[src/include/rv_cfg.svh]
`ifndef RV_CFG_SVH
`define RV_CFG_SVH

`define RV_XLEN         32
`define RV_NREGS        32
`define RV_RESET_PC     32'h0000_0000

`define RV_OPC_OP       7'b0110011
`define RV_OPC_OP_IMM   7'b0010011
`define RV_OPC_LUI      7'b0110111
`define RV_OPC_LOAD     7'b0000011
`define RV_OPC_STORE    7'b0100011
`define RV_OPC_SYSTEM   7'b1110011

`define RV_INST_EBREAK  32'h0010_0073

`define RV_F3_ADD_SUB   3'b000
`define RV_F3_SLT       3'b010
`define RV_F3_SLTU      3'b011
`define RV_F3_XOR       3'b100
`define RV_F3_OR        3'b110
`define RV_F3_AND       3'b111
`define RV_F3_WORD      3'b010
`define RV_F7_ALT       7'b0100000

`endif

[src/rtl/rv_pkg.sv]
`include "rv_cfg.svh"

package rv_pkg;

    typedef struct packed {
        logic [6:0] funct7;
        logic [4:0] rs2;
        logic [4:0] rs1;
        logic [2:0] funct3;
        logic [4:0] rd;
        logic [6:0] opcode;
    } r_fmt_t;

    typedef struct packed {
        logic [11:0] imm;
        logic [4:0]  rs1;
        logic [2:0]  funct3;
        logic [4:0]  rd;
        logic [6:0]  opcode;
    } i_fmt_t;

    typedef struct packed {
        logic [6:0] imm_hi;  // imm[11:5]
        logic [4:0] rs2;
        logic [4:0] rs1;
        logic [2:0] funct3;
        logic [4:0] imm_lo;  // imm[4:0]
        logic [6:0] opcode;
    } s_fmt_t;

    // one instruction word, three ways of reading it
    typedef union packed {
        r_fmt_t r_fmt;
        i_fmt_t i_fmt;
        s_fmt_t s_fmt;
    } inst_u;

    typedef enum logic [2:0] {
        ADD,
        SUB,
        SLT,
        SLTU,
        AND,
        OR,
        XOR
    } alu_op_e;

    typedef struct packed {
        logic                reg_wen;
        logic [4:0]          rd;
        logic [4:0]          rs1;
        logic [4:0]          rs2;
        logic                use_imm;  // operand b from imm
        logic [`RV_XLEN-1:0] imm;
        alu_op_e             alu_op;
        logic                mem_rd;
        logic                mem_wr;
        logic                ebreak;
        logic                illegal;
    } dec_ctrl_t;

    typedef struct packed {
        logic                cyc;
        logic                stb;
        logic                we;
        logic [`RV_XLEN-1:0] adr;
        logic [`RV_XLEN-1:0] dat;
        logic [3:0]          sel;
    } wb_req_t;

    typedef struct packed {
        logic                ack;
        logic [`RV_XLEN-1:0] dat;
    } wb_rsp_t;

endpackage

[src/rtl/inst_decode.sv]
`include "rv_cfg.svh"

module inst_decode import rv_pkg::*; (
    input  inst_u     inst,
    output dec_ctrl_t ctrl
);

    logic [6:0]          opcode;
    logic [2:0]          funct3;
    logic [6:0]          funct7;
    logic [`RV_XLEN-1:0] imm_i;
    logic [`RV_XLEN-1:0] imm_s;
    logic [`RV_XLEN-1:0] imm_u;
    alu_op_e             f3_op;
    logic                f3_ok;

    assign opcode = inst.r_fmt.opcode;
    assign funct3 = inst.r_fmt.funct3;
    assign funct7 = inst.r_fmt.funct7;

    assign imm_i = {{20{inst.i_fmt.imm[11]}}, inst.i_fmt.imm};
    assign imm_s = {{20{inst.s_fmt.imm_hi[6]}}, inst.s_fmt.imm_hi, inst.s_fmt.imm_lo};
    assign imm_u = {inst.i_fmt.imm, inst.i_fmt.rs1, inst.i_fmt.funct3, 12'h000}; // upper 20

    // funct3 to alu op for OP and OP-IMM
    always_comb begin
        f3_ok = 1'b1;
        case (funct3)
            `RV_F3_ADD_SUB: f3_op = ADD;
            `RV_F3_SLT:     f3_op = SLT;
            `RV_F3_SLTU:    f3_op = SLTU;
            `RV_F3_XOR:     f3_op = XOR;
            `RV_F3_OR:      f3_op = OR;
            `RV_F3_AND:     f3_op = AND;
            default: begin
                f3_op = ADD;
                f3_ok = 1'b0;  // shifts
            end
        endcase
    end

    always_comb begin
        ctrl         = '0;
        ctrl.rd      = inst.r_fmt.rd;
        ctrl.rs1     = inst.r_fmt.rs1;
        ctrl.rs2     = inst.r_fmt.rs2;
        ctrl.alu_op  = ADD;
        ctrl.illegal = 1'b1;  // cleared by each kept encoding
        case (opcode)
            `RV_OPC_OP: begin
                if (f3_ok && funct7 == 7'b0000000) begin
                    ctrl.reg_wen = 1'b1;
                    ctrl.alu_op  = f3_op;
                    ctrl.illegal = 1'b0;
                end else if (funct3 == `RV_F3_ADD_SUB && funct7 == `RV_F7_ALT) begin
                    ctrl.reg_wen = 1'b1;
                    ctrl.alu_op  = SUB;
                    ctrl.illegal = 1'b0;
                end
            end
            `RV_OPC_OP_IMM: begin
                if (f3_ok) begin
                    ctrl.reg_wen = 1'b1;
                    ctrl.use_imm = 1'b1;
                    ctrl.imm     = imm_i;
                    ctrl.alu_op  = f3_op;
                    ctrl.illegal = 1'b0;
                end
            end
            `RV_OPC_LUI: begin
                ctrl.reg_wen = 1'b1;
                ctrl.rs1     = 5'd0;  // x0 + imm
                ctrl.use_imm = 1'b1;
                ctrl.imm     = imm_u;
                ctrl.illegal = 1'b0;
            end
            `RV_OPC_LOAD: begin
                if (funct3 == `RV_F3_WORD) begin
                    ctrl.reg_wen = 1'b1;
                    ctrl.use_imm = 1'b1;
                    ctrl.imm     = imm_i;
                    ctrl.mem_rd  = 1'b1;
                    ctrl.illegal = 1'b0;
                end
            end
            `RV_OPC_STORE: begin
                if (funct3 == `RV_F3_WORD) begin
                    ctrl.use_imm = 1'b1;
                    ctrl.imm     = imm_s;
                    ctrl.mem_wr  = 1'b1;
                    ctrl.illegal = 1'b0;
                end
            end
            `RV_OPC_SYSTEM: begin
                if (inst == `RV_INST_EBREAK) begin
                    ctrl.ebreak  = 1'b1;
                    ctrl.illegal = 1'b0;
                end
            end
            default: ;
        endcase
    end

endmodule

[src/rtl/exec_unit.sv]
`include "rv_cfg.svh"

module exec_unit import rv_pkg::*; (
    input  logic                clk,
    input  logic                rst,
    input  dec_ctrl_t           ctrl,
    input  logic                issue,
    input  logic                load_wen,
    input  logic [4:0]          load_rd,
    input  logic [`RV_XLEN-1:0] load_data,
    output logic [`RV_XLEN-1:0] agu_addr,
    output logic [`RV_XLEN-1:0] store_data
);

    logic [`RV_XLEN-1:0] regs [`RV_NREGS];

    logic [`RV_XLEN-1:0] rs1_val;
    logic [`RV_XLEN-1:0] rs2_val;
    logic [`RV_XLEN-1:0] op_b;
    logic [`RV_XLEN-1:0] alu_res;
    logic                alu_wen;
    logic                wr_en;
    logic [4:0]          wr_addr;
    logic [`RV_XLEN-1:0] wr_data;

    // x0 is never written, force the read
    assign rs1_val = (ctrl.rs1 == 5'd0) ? '0 : regs[ctrl.rs1];
    assign rs2_val = (ctrl.rs2 == 5'd0) ? '0 : regs[ctrl.rs2];

    assign op_b = ctrl.use_imm ? ctrl.imm : rs2_val;

    always_comb begin
        alu_res = '0;
        case (ctrl.alu_op)
            ADD:     alu_res = rs1_val + op_b;
            SUB:     alu_res = rs1_val - op_b;
            SLT:     alu_res[0] = $signed(rs1_val) < $signed(op_b);
            SLTU:    alu_res[0] = rs1_val < op_b;
            AND:     alu_res = rs1_val & op_b;
            OR:      alu_res = rs1_val | op_b;
            XOR:     alu_res = rs1_val ^ op_b;
            default: alu_res = rs1_val + op_b;
        endcase
    end

    // lw and sw decode to ADD with imm, so the alu is the agu
    assign agu_addr   = alu_res;
    assign store_data = rs2_val;

    // issue and load ack never coincide, lsu busy blocks issue
    assign alu_wen = issue && ctrl.reg_wen && !ctrl.mem_rd && !ctrl.mem_wr;
    assign wr_en   = alu_wen || load_wen;
    assign wr_addr = load_wen ? load_rd : ctrl.rd;
    assign wr_data = load_wen ? load_data : alu_res;

    always_ff @(posedge clk) begin
        if (!rst && wr_en && wr_addr != 5'd0) begin
            regs[wr_addr] <= wr_data;
        end
    end

endmodule

[src/rtl/fetch_seq.sv]
`include "rv_cfg.svh"

module fetch_seq import rv_pkg::*; (
    input  logic      clk,
    input  logic      rst,
    output wb_req_t   fetch_req,
    input  wb_rsp_t   fetch_rsp,
    output inst_u     inst,
    input  dec_ctrl_t ctrl,
    input  logic      lsu_busy,
    output logic      issue,
    output logic      halted,
    output logic      illegal
);

    logic [`RV_XLEN-1:0] pc;       // address of next word to fetch
    logic                buf_valid;
    logic                cyc_q;
    logic                stop;

    assign issue = buf_valid && !lsu_busy;
    assign stop  = ctrl.ebreak || ctrl.illegal;

    always_ff @(posedge clk) begin
        if (rst) begin
            pc        <= `RV_RESET_PC;
            buf_valid <= 1'b0;
            cyc_q     <= 1'b0;
            halted    <= 1'b0;
            illegal   <= 1'b0;
        end else begin
            if (cyc_q && fetch_rsp.ack) begin
                cyc_q     <= 1'b0;
                buf_valid <= 1'b1;
                pc        <= pc + `RV_XLEN'd4;
            end else if (issue) begin
                buf_valid <= 1'b0;
                cyc_q     <= !stop;  // prefetch unless halting
            end else if (!cyc_q && !buf_valid && !halted) begin
                cyc_q <= 1'b1;       // first fetch out of reset
            end
            if (issue && stop) begin
                halted <= 1'b1;
            end
            if (issue && ctrl.illegal) begin
                illegal <= 1'b1;
            end
        end
    end

    // one-entry buffer
    always_ff @(posedge clk) begin
        if (cyc_q && fetch_rsp.ack) begin
            inst <= fetch_rsp.dat;
        end
    end

    always_comb begin
        fetch_req     = '0;
        fetch_req.cyc = cyc_q;
        fetch_req.stb = cyc_q;
        fetch_req.adr = pc;
        fetch_req.sel = 4'hf;
    end

endmodule

[src/rtl/lsu.sv]
`include "rv_cfg.svh"

module lsu import rv_pkg::*; (
    input  logic                clk,
    input  logic                rst,
    input  dec_ctrl_t           ctrl,
    input  logic                issue,
    input  logic [`RV_XLEN-1:0] agu_addr,
    input  logic [`RV_XLEN-1:0] store_data,
    output wb_req_t             lsu_req,
    input  wb_rsp_t             lsu_rsp,
    output logic                busy,
    output logic                load_wen,
    output logic [4:0]          load_rd,
    output logic [`RV_XLEN-1:0] load_data
);

    logic                start;
    logic                busy_q;
    logic                we_q;
    logic [`RV_XLEN-1:0] adr_q;
    logic [`RV_XLEN-1:0] dat_q;
    logic [4:0]          rd_q;

    assign start = issue && (ctrl.mem_rd || ctrl.mem_wr);

    always_ff @(posedge clk) begin
        if (rst) begin
            busy_q <= 1'b0;
        end else if (start) begin
            busy_q <= 1'b1;
        end else if (busy_q && lsu_rsp.ack) begin
            busy_q <= 1'b0;
        end
    end

    always_ff @(posedge clk) begin
        if (start) begin
            we_q  <= ctrl.mem_wr;
            adr_q <= agu_addr;
            dat_q <= store_data;
            rd_q  <= ctrl.rd;
        end
    end

    assign busy = busy_q;  // high through the ack cycle

    assign lsu_req = '{cyc: busy_q, stb: busy_q, we: we_q, adr: adr_q, dat: dat_q, sel: 4'hf};

    assign load_wen  = busy_q && lsu_rsp.ack && !we_q;
    assign load_rd   = rd_q;
    assign load_data = lsu_rsp.dat;

endmodule

[src/rtl/wb_arbiter.sv]
module wb_arbiter import rv_pkg::*; (
    input  logic    clk,
    input  logic    rst,
    input  wb_req_t fetch_req,
    output wb_rsp_t fetch_rsp,
    input  wb_req_t lsu_req,
    output wb_rsp_t lsu_rsp,
    output wb_req_t bus_req,
    input  wb_rsp_t bus_rsp
);

    logic grant_q;  // a master owns the bus
    logic owner_q;  // 1 = lsu
    logic owner;
    logic owner_cyc;

    // idle bus passes the winner through in the same cycle, lsu first
    assign owner     = grant_q ? owner_q : lsu_req.cyc;
    assign owner_cyc = owner_q ? lsu_req.cyc : fetch_req.cyc;

    always_ff @(posedge clk) begin
        if (rst) begin
            grant_q <= 1'b0;
            owner_q <= 1'b0;
        end else if (!grant_q) begin
            if (fetch_req.cyc || lsu_req.cyc) begin
                grant_q <= 1'b1;
                owner_q <= lsu_req.cyc;
            end
        end else if (!owner_cyc) begin
            grant_q <= 1'b0;  // owner dropped cyc
        end
    end

    assign bus_req = owner ? lsu_req : fetch_req;

    always_comb begin
        fetch_rsp = '0;
        lsu_rsp   = '0;
        if (owner) begin
            lsu_rsp = bus_rsp;
        end else begin
            fetch_rsp = bus_rsp;
        end
    end

endmodule

[src/rtl/rv_core_top.sv]
`include "rv_cfg.svh"

module rv_core_top import rv_pkg::*; (
    input  logic    clk,
    input  logic    rst,
    output wb_req_t bus_req,
    input  wb_rsp_t bus_rsp,
    output logic    halted,
    output logic    illegal
);

    wb_req_t             fetch_req;
    wb_rsp_t             fetch_rsp;
    wb_req_t             lsu_req;
    wb_rsp_t             lsu_rsp;
    inst_u               inst;
    dec_ctrl_t           ctrl;
    logic                issue;
    logic                lsu_busy;
    logic                load_wen;
    logic [4:0]          load_rd;
    logic [`RV_XLEN-1:0] load_data;
    logic [`RV_XLEN-1:0] agu_addr;
    logic [`RV_XLEN-1:0] store_data;

    fetch_seq u_fetch_seq (
        .clk       (clk),
        .rst       (rst),
        .fetch_req (fetch_req),
        .fetch_rsp (fetch_rsp),
        .inst      (inst),
        .ctrl      (ctrl),
        .lsu_busy  (lsu_busy),
        .issue     (issue),
        .halted    (halted),
        .illegal   (illegal)
    );

    inst_decode u_inst_decode (
        .inst (inst),
        .ctrl (ctrl)
    );

    exec_unit u_exec_unit (
        .clk        (clk),
        .rst        (rst),
        .ctrl       (ctrl),
        .issue      (issue),
        .load_wen   (load_wen),
        .load_rd    (load_rd),
        .load_data  (load_data),
        .agu_addr   (agu_addr),
        .store_data (store_data)
    );

    lsu u_lsu (
        .clk        (clk),
        .rst        (rst),
        .ctrl       (ctrl),
        .issue      (issue),
        .agu_addr   (agu_addr),
        .store_data (store_data),
        .lsu_req    (lsu_req),
        .lsu_rsp    (lsu_rsp),
        .busy       (lsu_busy),
        .load_wen   (load_wen),
        .load_rd    (load_rd),
        .load_data  (load_data)
    );

    wb_arbiter u_wb_arbiter (
        .clk       (clk),
        .rst       (rst),
        .fetch_req (fetch_req),
        .fetch_rsp (fetch_rsp),
        .lsu_req   (lsu_req),
        .lsu_rsp   (lsu_rsp),
        .bus_req   (bus_req),
        .bus_rsp   (bus_rsp)
    );

endmodule

[config.mk]
export PLATFORM = sky130hd
export DESIGN_NAME = rv_core_top
export DESIGN_NICKNAME = d
export VERILOG_FILES = /design/src/rtl/rv_pkg.sv /design/src/rtl/inst_decode.sv /design/src/rtl/exec_unit.sv /design/src/rtl/fetch_seq.sv /design/src/rtl/lsu.sv /design/src/rtl/wb_arbiter.sv /design/src/rtl/rv_core_top.sv
export VERILOG_INCLUDE_DIRS = /design/src /design/src/include
export SDC_FILE = /design/constraint.sdc
export NUM_CORES = 2
export LEC_CHECK = 0
export BUFFER_PORTS_ARGS = -buffer_cell sky130_fd_sc_hd__buf_2
export CAP_MARGIN = 5
export CORE_ASPECT_RATIO = 0.7
export CORE_UTILIZATION = 36
export DETAILED_ROUTE_END_ITERATION = 8
export GPL_TIMING_DRIVEN = 0
export PLACE_DENSITY = 0.5
export SKIP_LAST_GASP = 1
export SLEW_MARGIN = 20
export SYNTH_ARGS = -nofsm -noshare
export SYNTH_HDL_FRONTEND = slang
export SYNTH_SLANG_ARGS = --single-unit
[constraint.sdc]
create_clock -name clk -period 8.1 [get_ports clk]
set_input_delay 1.215 -clock clk [delete_from_list [all_inputs] [get_ports clk]]
set_output_delay 1.215 -clock clk [all_outputs]
set_load 0.05 [all_outputs]
=== Word level (Yosys, flattened, before mapping) ===
Memory sizes are Yosys's and may differ from the RTL's. A register that Yosys moved wholly into a read port is not among the register bits.
Cells that the tools add are included.

* Register bits after elaboration: 141
* Bits in latches: 0
* RAM bits: 1024
* Bits in read-only memories: 0
* Bits of input ports: 35
* Output and inout port bits: 73
* Word-level logic and storage cells: 133
* Memories kept: 1

{| class="wikitable"
|+ Memories
! memory !! depth !! bits a word !! rd ports !! clocked after memory_dff !! write ports !! RTL line !! text
|-
| u_exec_unit.regs || 32 || 32 || 2 || 1 || 1 || exec_unit.sv:15 || <nowiki>logic [`RV_XLEN-1:0] regs [`RV_NREGS];</nowiki>
|}

* Add/sub/neg operators: 3
* Multipliers: 0
* Divide/modulo/power cells: 0
* Magnitude comparators: 2
* Eq/ne operators: 19
* Shift-type cells: 0
* Muxes and demuxes: 49
* Bitwise gates (word level): 4
* Reduce and logical (&&, ||, !) cells: 42

{| class="wikitable"
|+ Operators with widths
! cell !! number
|-
| $pmux 31 s5 || 1
|-
| $mux 33 || 4
|-
| $pmux 33 s4 || 1
|-
| $mux 32 || 4
|-
| $mux 71 || 1
|-
| $lt 32x32->1 || 2
|-
| $mux 36 || 1
|-
| $add 32x3->32 const B || 1
|-
| $add 32x32->32 || 1
|-
| $and 32x32->32 || 1
|-
| $eq 32x21->1 const B || 1
|-
| $or 32x32->32 || 1
|-
| $sub 32x32->32 || 1
|-
| $xor 32x32->32 || 1
|-
| $eq 7x6->1 const B || 4
|-
| $mux 1 || 26
|-
| $mux 5 || 4
|-
| $eq 3x3->1 const B || 6
|-
| $logic_and 1x1->1 || 16
|-
| $pmux 3 s5 || 1
|-
| $eq 3x2->1 const B || 4
|-
| $logic_not 5->1 || 2
|-
| $logic_not 1->1 || 9
|-
| $eq 7x2->1 const B || 1
|-
| 18 further kinds || 25
|}

=== Longest topological paths before layout ===
* Depth after elaboration: 14
* Gate-level depth with buffers: 23
* Mapped depth without buffers: 20

=== Cells and area by module ===
From an unflattened synthesis, not the netlist that was laid out.

* Cells, all modules: 3834
* Area total of the unflattened synthesis: 61321.3 µm²

{| class="wikitable"
|+ Modules (own cells, without submodules)
! module !! times used !! cells each !! area each (µm²) !! seq. area each (µm²)
|-
| exec_unit || 1 || 3181 || 53582.6 || 30749.5
|-
| fetch_seq || 1 || 258 || 2885.3 || 1641.6
|-
| lsu || 1 || 117 || 2457.4 || 2122.0
|-
| wb_arbiter || 1 || 166 || 1564.0 || 40.0
|-
| inst_decode || 1 || 112 || 832.0 || 0.0
|}

=== Worst setup path after synthesis ===
OpenSTA, ideal clock, no wires.

* Kind: flip-flop to flip-flop
* Start point: register with a tool-made name
* End point: memory u_exec_unit.regs[0][26] (netlist bit) (data pin)
* Library setup time: 0.398 ns
* Arrival: 6.145 ns
* Data required time: 7.702 ns
* Setup slack: 1.557 ns
* Stages on the path, launching flop included: 21
* Buffers on the path: 3
* Period minus slack after synthesis: 6.543 ns
* Cell sequence: dfxtp_1 -> clkbuf_1 -> clkbuf_1 -> buf_1 -> mux4_2 -> mux4_2 -> mux2i_1 -> nor2_1 -> a222oi_1 -> inv_1 -> ha_1 -> fa_1 -> a211oi_1 -> o211ai_1 -> a41oi_1 -> o31a_1 -> o31ai_1 -> a21o_1 -> o21ai_0 -> o21ai_0 -> a41oi_1

{| class="wikitable"
|+ RTL lines
! what !! RTL line
|-
| to (decl) || exec_unit.sv:15
|}

=== Worst setup path after layout ===
* Start point: register u_fetch_seq.inst[15] (netlist bit)
* End point: memory u_exec_unit.regs[29][28] (netlist bit) (data pin)

* Cells in the longest elaborated chain, start to end: 6
* Elaborated cells on any way between the ends: 13
* Classes of those cells: 2 x add/sub; 6 x mux; 3 x bitwise; 1 x reduce/logical; 1 x memory

{| class="wikitable"
|+ RTL lines
! what !! RTL line !! text
|-
| from (decl) || fetch_seq.sv:8 || <nowiki>output inst_u inst,</nowiki>
|-
| from (signal assigned) || fetch_seq.sv:54 || <nowiki>inst <= fetch_rsp.dat;</nowiki>
|-
| $mux 5 || inst_decode.sv:49 || <nowiki>case (opcode)</nowiki>
|-
| $mem_v2 32x32 / $logic_not 5->1 (equally long branches) || - ||
|-
| $mux 32 || exec_unit.sv:27 || <nowiki>assign rs1_val = (ctrl.rs1 == 5'd0) ? '0 : regs[ctrl.rs1];</nowiki>
|-
| $add 32x32->32 (tied with other cells) || exec_unit.sv:35, exec_unit.sv:42 ||
|-
| $pmux 31 s5 * || exec_unit.sv:34 || <nowiki>case (ctrl.alu_op)</nowiki>
|-
| net agu_addr[28] || rv_core_top.sv:23 || <nowiki>logic [`RV_XLEN-1:0] agu_addr;</nowiki>
|-
| $mux 32 * || exec_unit.sv:54 || <nowiki>assign wr_data = load_wen ? load_data : alu_res;</nowiki>
|-
| net u_exec_unit.wr_data[28] || exec_unit.sv:24 || <nowiki>logic [`RV_XLEN-1:0] wr_data;</nowiki>
|}

The timed path passes the listed nets; every way through them passes the cells marked *.

==> results.ini <==
[clock_network]
cts_tree = built
clockBufferDepth = 3
htree_levels = 3
cts_root_buffer = clkbuf_16
cts_sinks = 1168
numCtsBuffers = 116
path_clk_slew_ns = 0.07
clk_latency_ns = 0.83

[critical_path]
critPathMaxFanout = 16
path_delay_family = compound AO/OA/AOI/OAI gates
cp.depth = 19
worst_ep_arrival_time_ns = 9.04
critical_path.startpoint_type = flop
ff2ff_setup_slack_ns = -0.44
critPathBufInv = 4
crit_required_ns = 8.60
r2r-start = u_fetch_seq.inst[15]$_SDFFCE_PP0P_
rr_worst_depth = 19
slowest_stage = o21ai_1
slowest_delay_ns = 1.09
worstPathCellList = clkbuf_2 -> clkdlybuf4s15_1 -> clkbuf_1 -> a221oi_1 -> a31oi_1 -> nor2_1 -> o21ai_1 -> a32oi_1 -> ha_1 -> nor4_1 -> a21oi_1 -> a31oi_1 -> or3_1 -> a21o_1 -> a2111oi_2 -> or3_1 -> nand4_1 -> buf_4 -> mux2_2
end_kind = flop
criticalPathCategory = reg2reg
r2r-end = u_exec_unit.regs[29][28]$_DFFE_PP_

[outcome]
violations = negative setup slack
status = complete, but fails checks

[placement]
placedInstanceArea_sq_um = 66200
place_congestion = 1.07
dp_hpwl_mm = 230
io_buffers = 103
place_inst = 7128

[synthesis]
yosys_warnings = 0
synth.distinct_cells = 89
synth_xor_area_share_pct = 0.553
synth_top_family_by_area = multiplexers
ys_ff_latch = 1168
synth.area.mux_share_pct = 14.9
synthSimpleGateAreaFrac_pct = 10.9
synth_compound_area_share_pct = 11.1
syn_inst = 4674
netlist_area_sq_um = 60200
synth-adder-area-share_pct = 2.08
synth_edf_count = 1126
synth_seq_area_share_pct = 57.6
synthArstFlopShare_pct = 0
ys.flop_type = edfxtp_1
avgSynthCellArea_sq_um = 12.9

[layout]
regArea_sq_um = 34700
mostFrequentLayoutCell = edfxtp_1
finalInstanceArea_sq_um = 71300
fin_cells = 7394
multi_input_area_sq_um = 24900
fillerInstances = 15200
nNetsFinal = 5195
drive_gt1_share_pct = 22.1
utilization_pct = 42.9
mostFrequentLayoutCells = edfxtp_1, nand2_1, mux4_2, nor2_1, a21oi_1
syn2layout_area_growth_pct = 18.3

[sta]
worstMarginPinSlew_ns = 1.39
setup_ws_ns = -0.437
period_share_pct = 105
min_period_ns = 8.54
slew_violations = 0
fin_worst_skew_ns = 0.0549
setup_viol = 470
setup_tns_ns = -71.16
fmax_mhz = 117
holdWs_ns = 0.477
hold_viol_final = 0
relSlewSlack_pct = 6.76
rsz0062_at_grt = true

[worst_hold_path]
min-delay-start = u_fetch_seq.illegal$_SDFFE_PP0P_
min_to = u_fetch_seq.illegal$_SDFFE_PP0P_
min_path_type = reg2reg
whs_path_depth = 1

[pwr]
ir_worst_vdd_mv = 0.198
power_leakage_nw = 24.3
p_per_area_nw_per_um2 = 266

[floorplan]
start_util_pct = 36.3
io_pins = 108
dieArea_sq_um = 169000
core_area_sq_um = 166000
rows = 125
die_w_microns = 491
die_h_microns = 344

[routing]
routed_wl_mm = 308
drt_iter0_markers = 9564
drt-wirelength-per-cell_microns = 41.6
via_count = 49200
viasPerCell = 6.66
drc = 0
drt.antenna.violating_nets = 0
first_pass_iters = 9

[grt]
grt_usage_pct = 35.4
grtUsageMet2_pct = 42.5
grt-ovfl-total = 0
grt_pass1_vias = 43400
use_met3_pct = 21.5
grt_pass1_wl_mm = 400
busiest_layer = met1
antenna_found_initial = 21
gr-usage-met1_pct = 49.8
grt_start_max_net_pins = 33

[job]
cap_violations = 0

[stage by stage]
| stage | power [W] | worst slack [ns] |
|---|---|---|
| floorplan | 0.00998 | 1.56 |
| global placement | 0.0123 | -5.63 |
| detailed placement | 0.0125 | -2.63 |
| CTS | 0.0184 | -0.00224 |
| global route | 0.0191 | -0.0792 |
| finish | 0.0189 | -0.437 |
[state kept, by name, indices dropped and copies added (netlist names), named ones only]
signal                 cells
u_lsu.dat_q               32
u_fetch_seq.illegal        1
u_fetch_seq.halted         1
u_lsu.load_rd              5
u_exec_unit.regs        1024
u_fetch_seq.cyc_q          1
u_lsu.we_q                 1
u_wb_arbiter.owner_q       1
u_wb_arbiter.grant_q       1
u_fetch_seq.pc            30
u_lsu.adr_q               32
u_fetch_seq.buf_valid      1
u_fetch_seq.inst          32
u_lsu.busy                 1
[area by class of cell]
cell class	instances	share of cell area, %
sequential	1168	48.6
multi-input combinational	3094	34.9
clock buffer	133	4.21
timing repair buffer	233	4.09
tap	2222	3.90
buffer	362	2.43
clock inverter	81	1.32
inverter	86	0.458
antenna	15	0.0527
[worst register-to-register path, stage by stage, from the launching register on]
cell and delay (ns):
edfxtp_1 0.49, clkbuf_2 0.50, clkdlybuf4s15_1 0.80, clkbuf_1 0.96, a221oi_1 0.12, a31oi_1 0.22
nor2_1 0.06, o21ai_1 1.09, a32oi_1 0.33, ha_1 0.42, nor4_1 0.55, a21oi_1 0.26
a31oi_1 0.42, or3_1 0.17, a21o_1 0.28, a2111oi_2 0.17, or3_1 0.39, nand4_1 0.08
buf_4 0.24, mux2_2 0.63
[cell usage after synthesis (14+ instances only)]
master    count  area (sq um)
o21ai_0     129           646
o21bai_1     19           143
o22ai_1      54           338
dfxtp_1      42           841
o211ai_1     40           300
or3_1        20           125
a221oi_1     72           631
or2_2        14          87.6
and2_1       48           300
mux2_2       80           901
buf_2        18          90.1
and3_1       47           294
clkbuf_1    279          1050
a31oi_1     128           801
nand2b_1     19           119
xnor2_1      18           158
a211oi_1    107           803
o22a_1       16           140
a311oi_1     19           166
nor3_1       44           220
buf_1        61           229
a21oi_1     187           936
mux4_2      321          7230
nor2b_1     105           657
inv_1        85           319
a32oi_1      16           140
a221o_1      24           240
nand3_1     162           811
ha_1         97          1210
a21o_1       27           203
mux2i_1      84           841
nand2_1     662          2480
nor4_1       14          87.6
edfxtp_1   1126         33800
a22oi_1      39           293
nor2_1      273          1020
a32o_1       18           180
xor2_1       20           175
[what timing repair did]
action / 4_1_cts / 5_1_grt
endpoints found under the hold margin: 0 / 0
pin swaps: 17 / 6
setup buffers: 23 / 9
hold buffers: 0 / 0
setup endpoints to repair: 1052 / 755
gates cloned: 4 / 2
resized for setup: 145 / 104
[worst max-delay path by stage]
| stage | start | endpoint | slack, ns |
|---|---|---|---|
| 6_report | u_fetch_seq.inst[15]$_SDFFCE_PP0P_ | u_exec_unit.regs[29][28]$_DFFE_PP_ | -0.44 |
| 2_1_floorplan | flop | u_exec_unit.regs[0][26]$_DFFE_PP_ | 1.56 |
| 4_1_cts | u_fetch_seq.inst[6]$_SDFFCE_PP0P_ | u_exec_unit.regs[28][30]$_DFFE_PP_ | -0.002 |
| 5_1_grt | u_fetch_seq.inst[6]$_SDFFCE_PP0P_ | u_exec_unit.regs[26][28]$_DFFE_PP_ | -0.08 |
| 3_3_place_gp | u_fetch_seq.inst[5]$_SDFFCE_PP0P_ | u_exec_unit.regs[0][19]$_DFFE_PP_ | -5.63 |
| 3_5_place_dp | u_fetch_seq.inst[5]$_SDFFCE_PP0P_ | u_exec_unit.regs[20][18]$_DFFE_PP_ | -2.63 |
[where the power goes]
part           total [W]  internal [W]  leakage (nW)  switching [W]
Sequential       0.00764       0.00760          10.5      0.0000396
Clock            0.00581       0.00323          1.92        0.00258
Combinational    0.00547       0.00139          11.9        0.00408
[layer usage]
layer	up-vias	routed length, microns
met5	-	1370
met4	29	13800
met3	608	57800
met2	4192	110000
met1	25400	125000
li1	19000	-
[logic make-up after synthesis]
logic type                 count (synthesis)
AOI/OAI and AO/OA                        980
xor gates and xnor gates                  38
adders and majority gates                 99
buffers and inverters                    452
DFF                                     1168
muxes                                    485
other                                      2
and+or+nand+nor                         1450
Note: power is estimated with default switching activity, not from simulation.
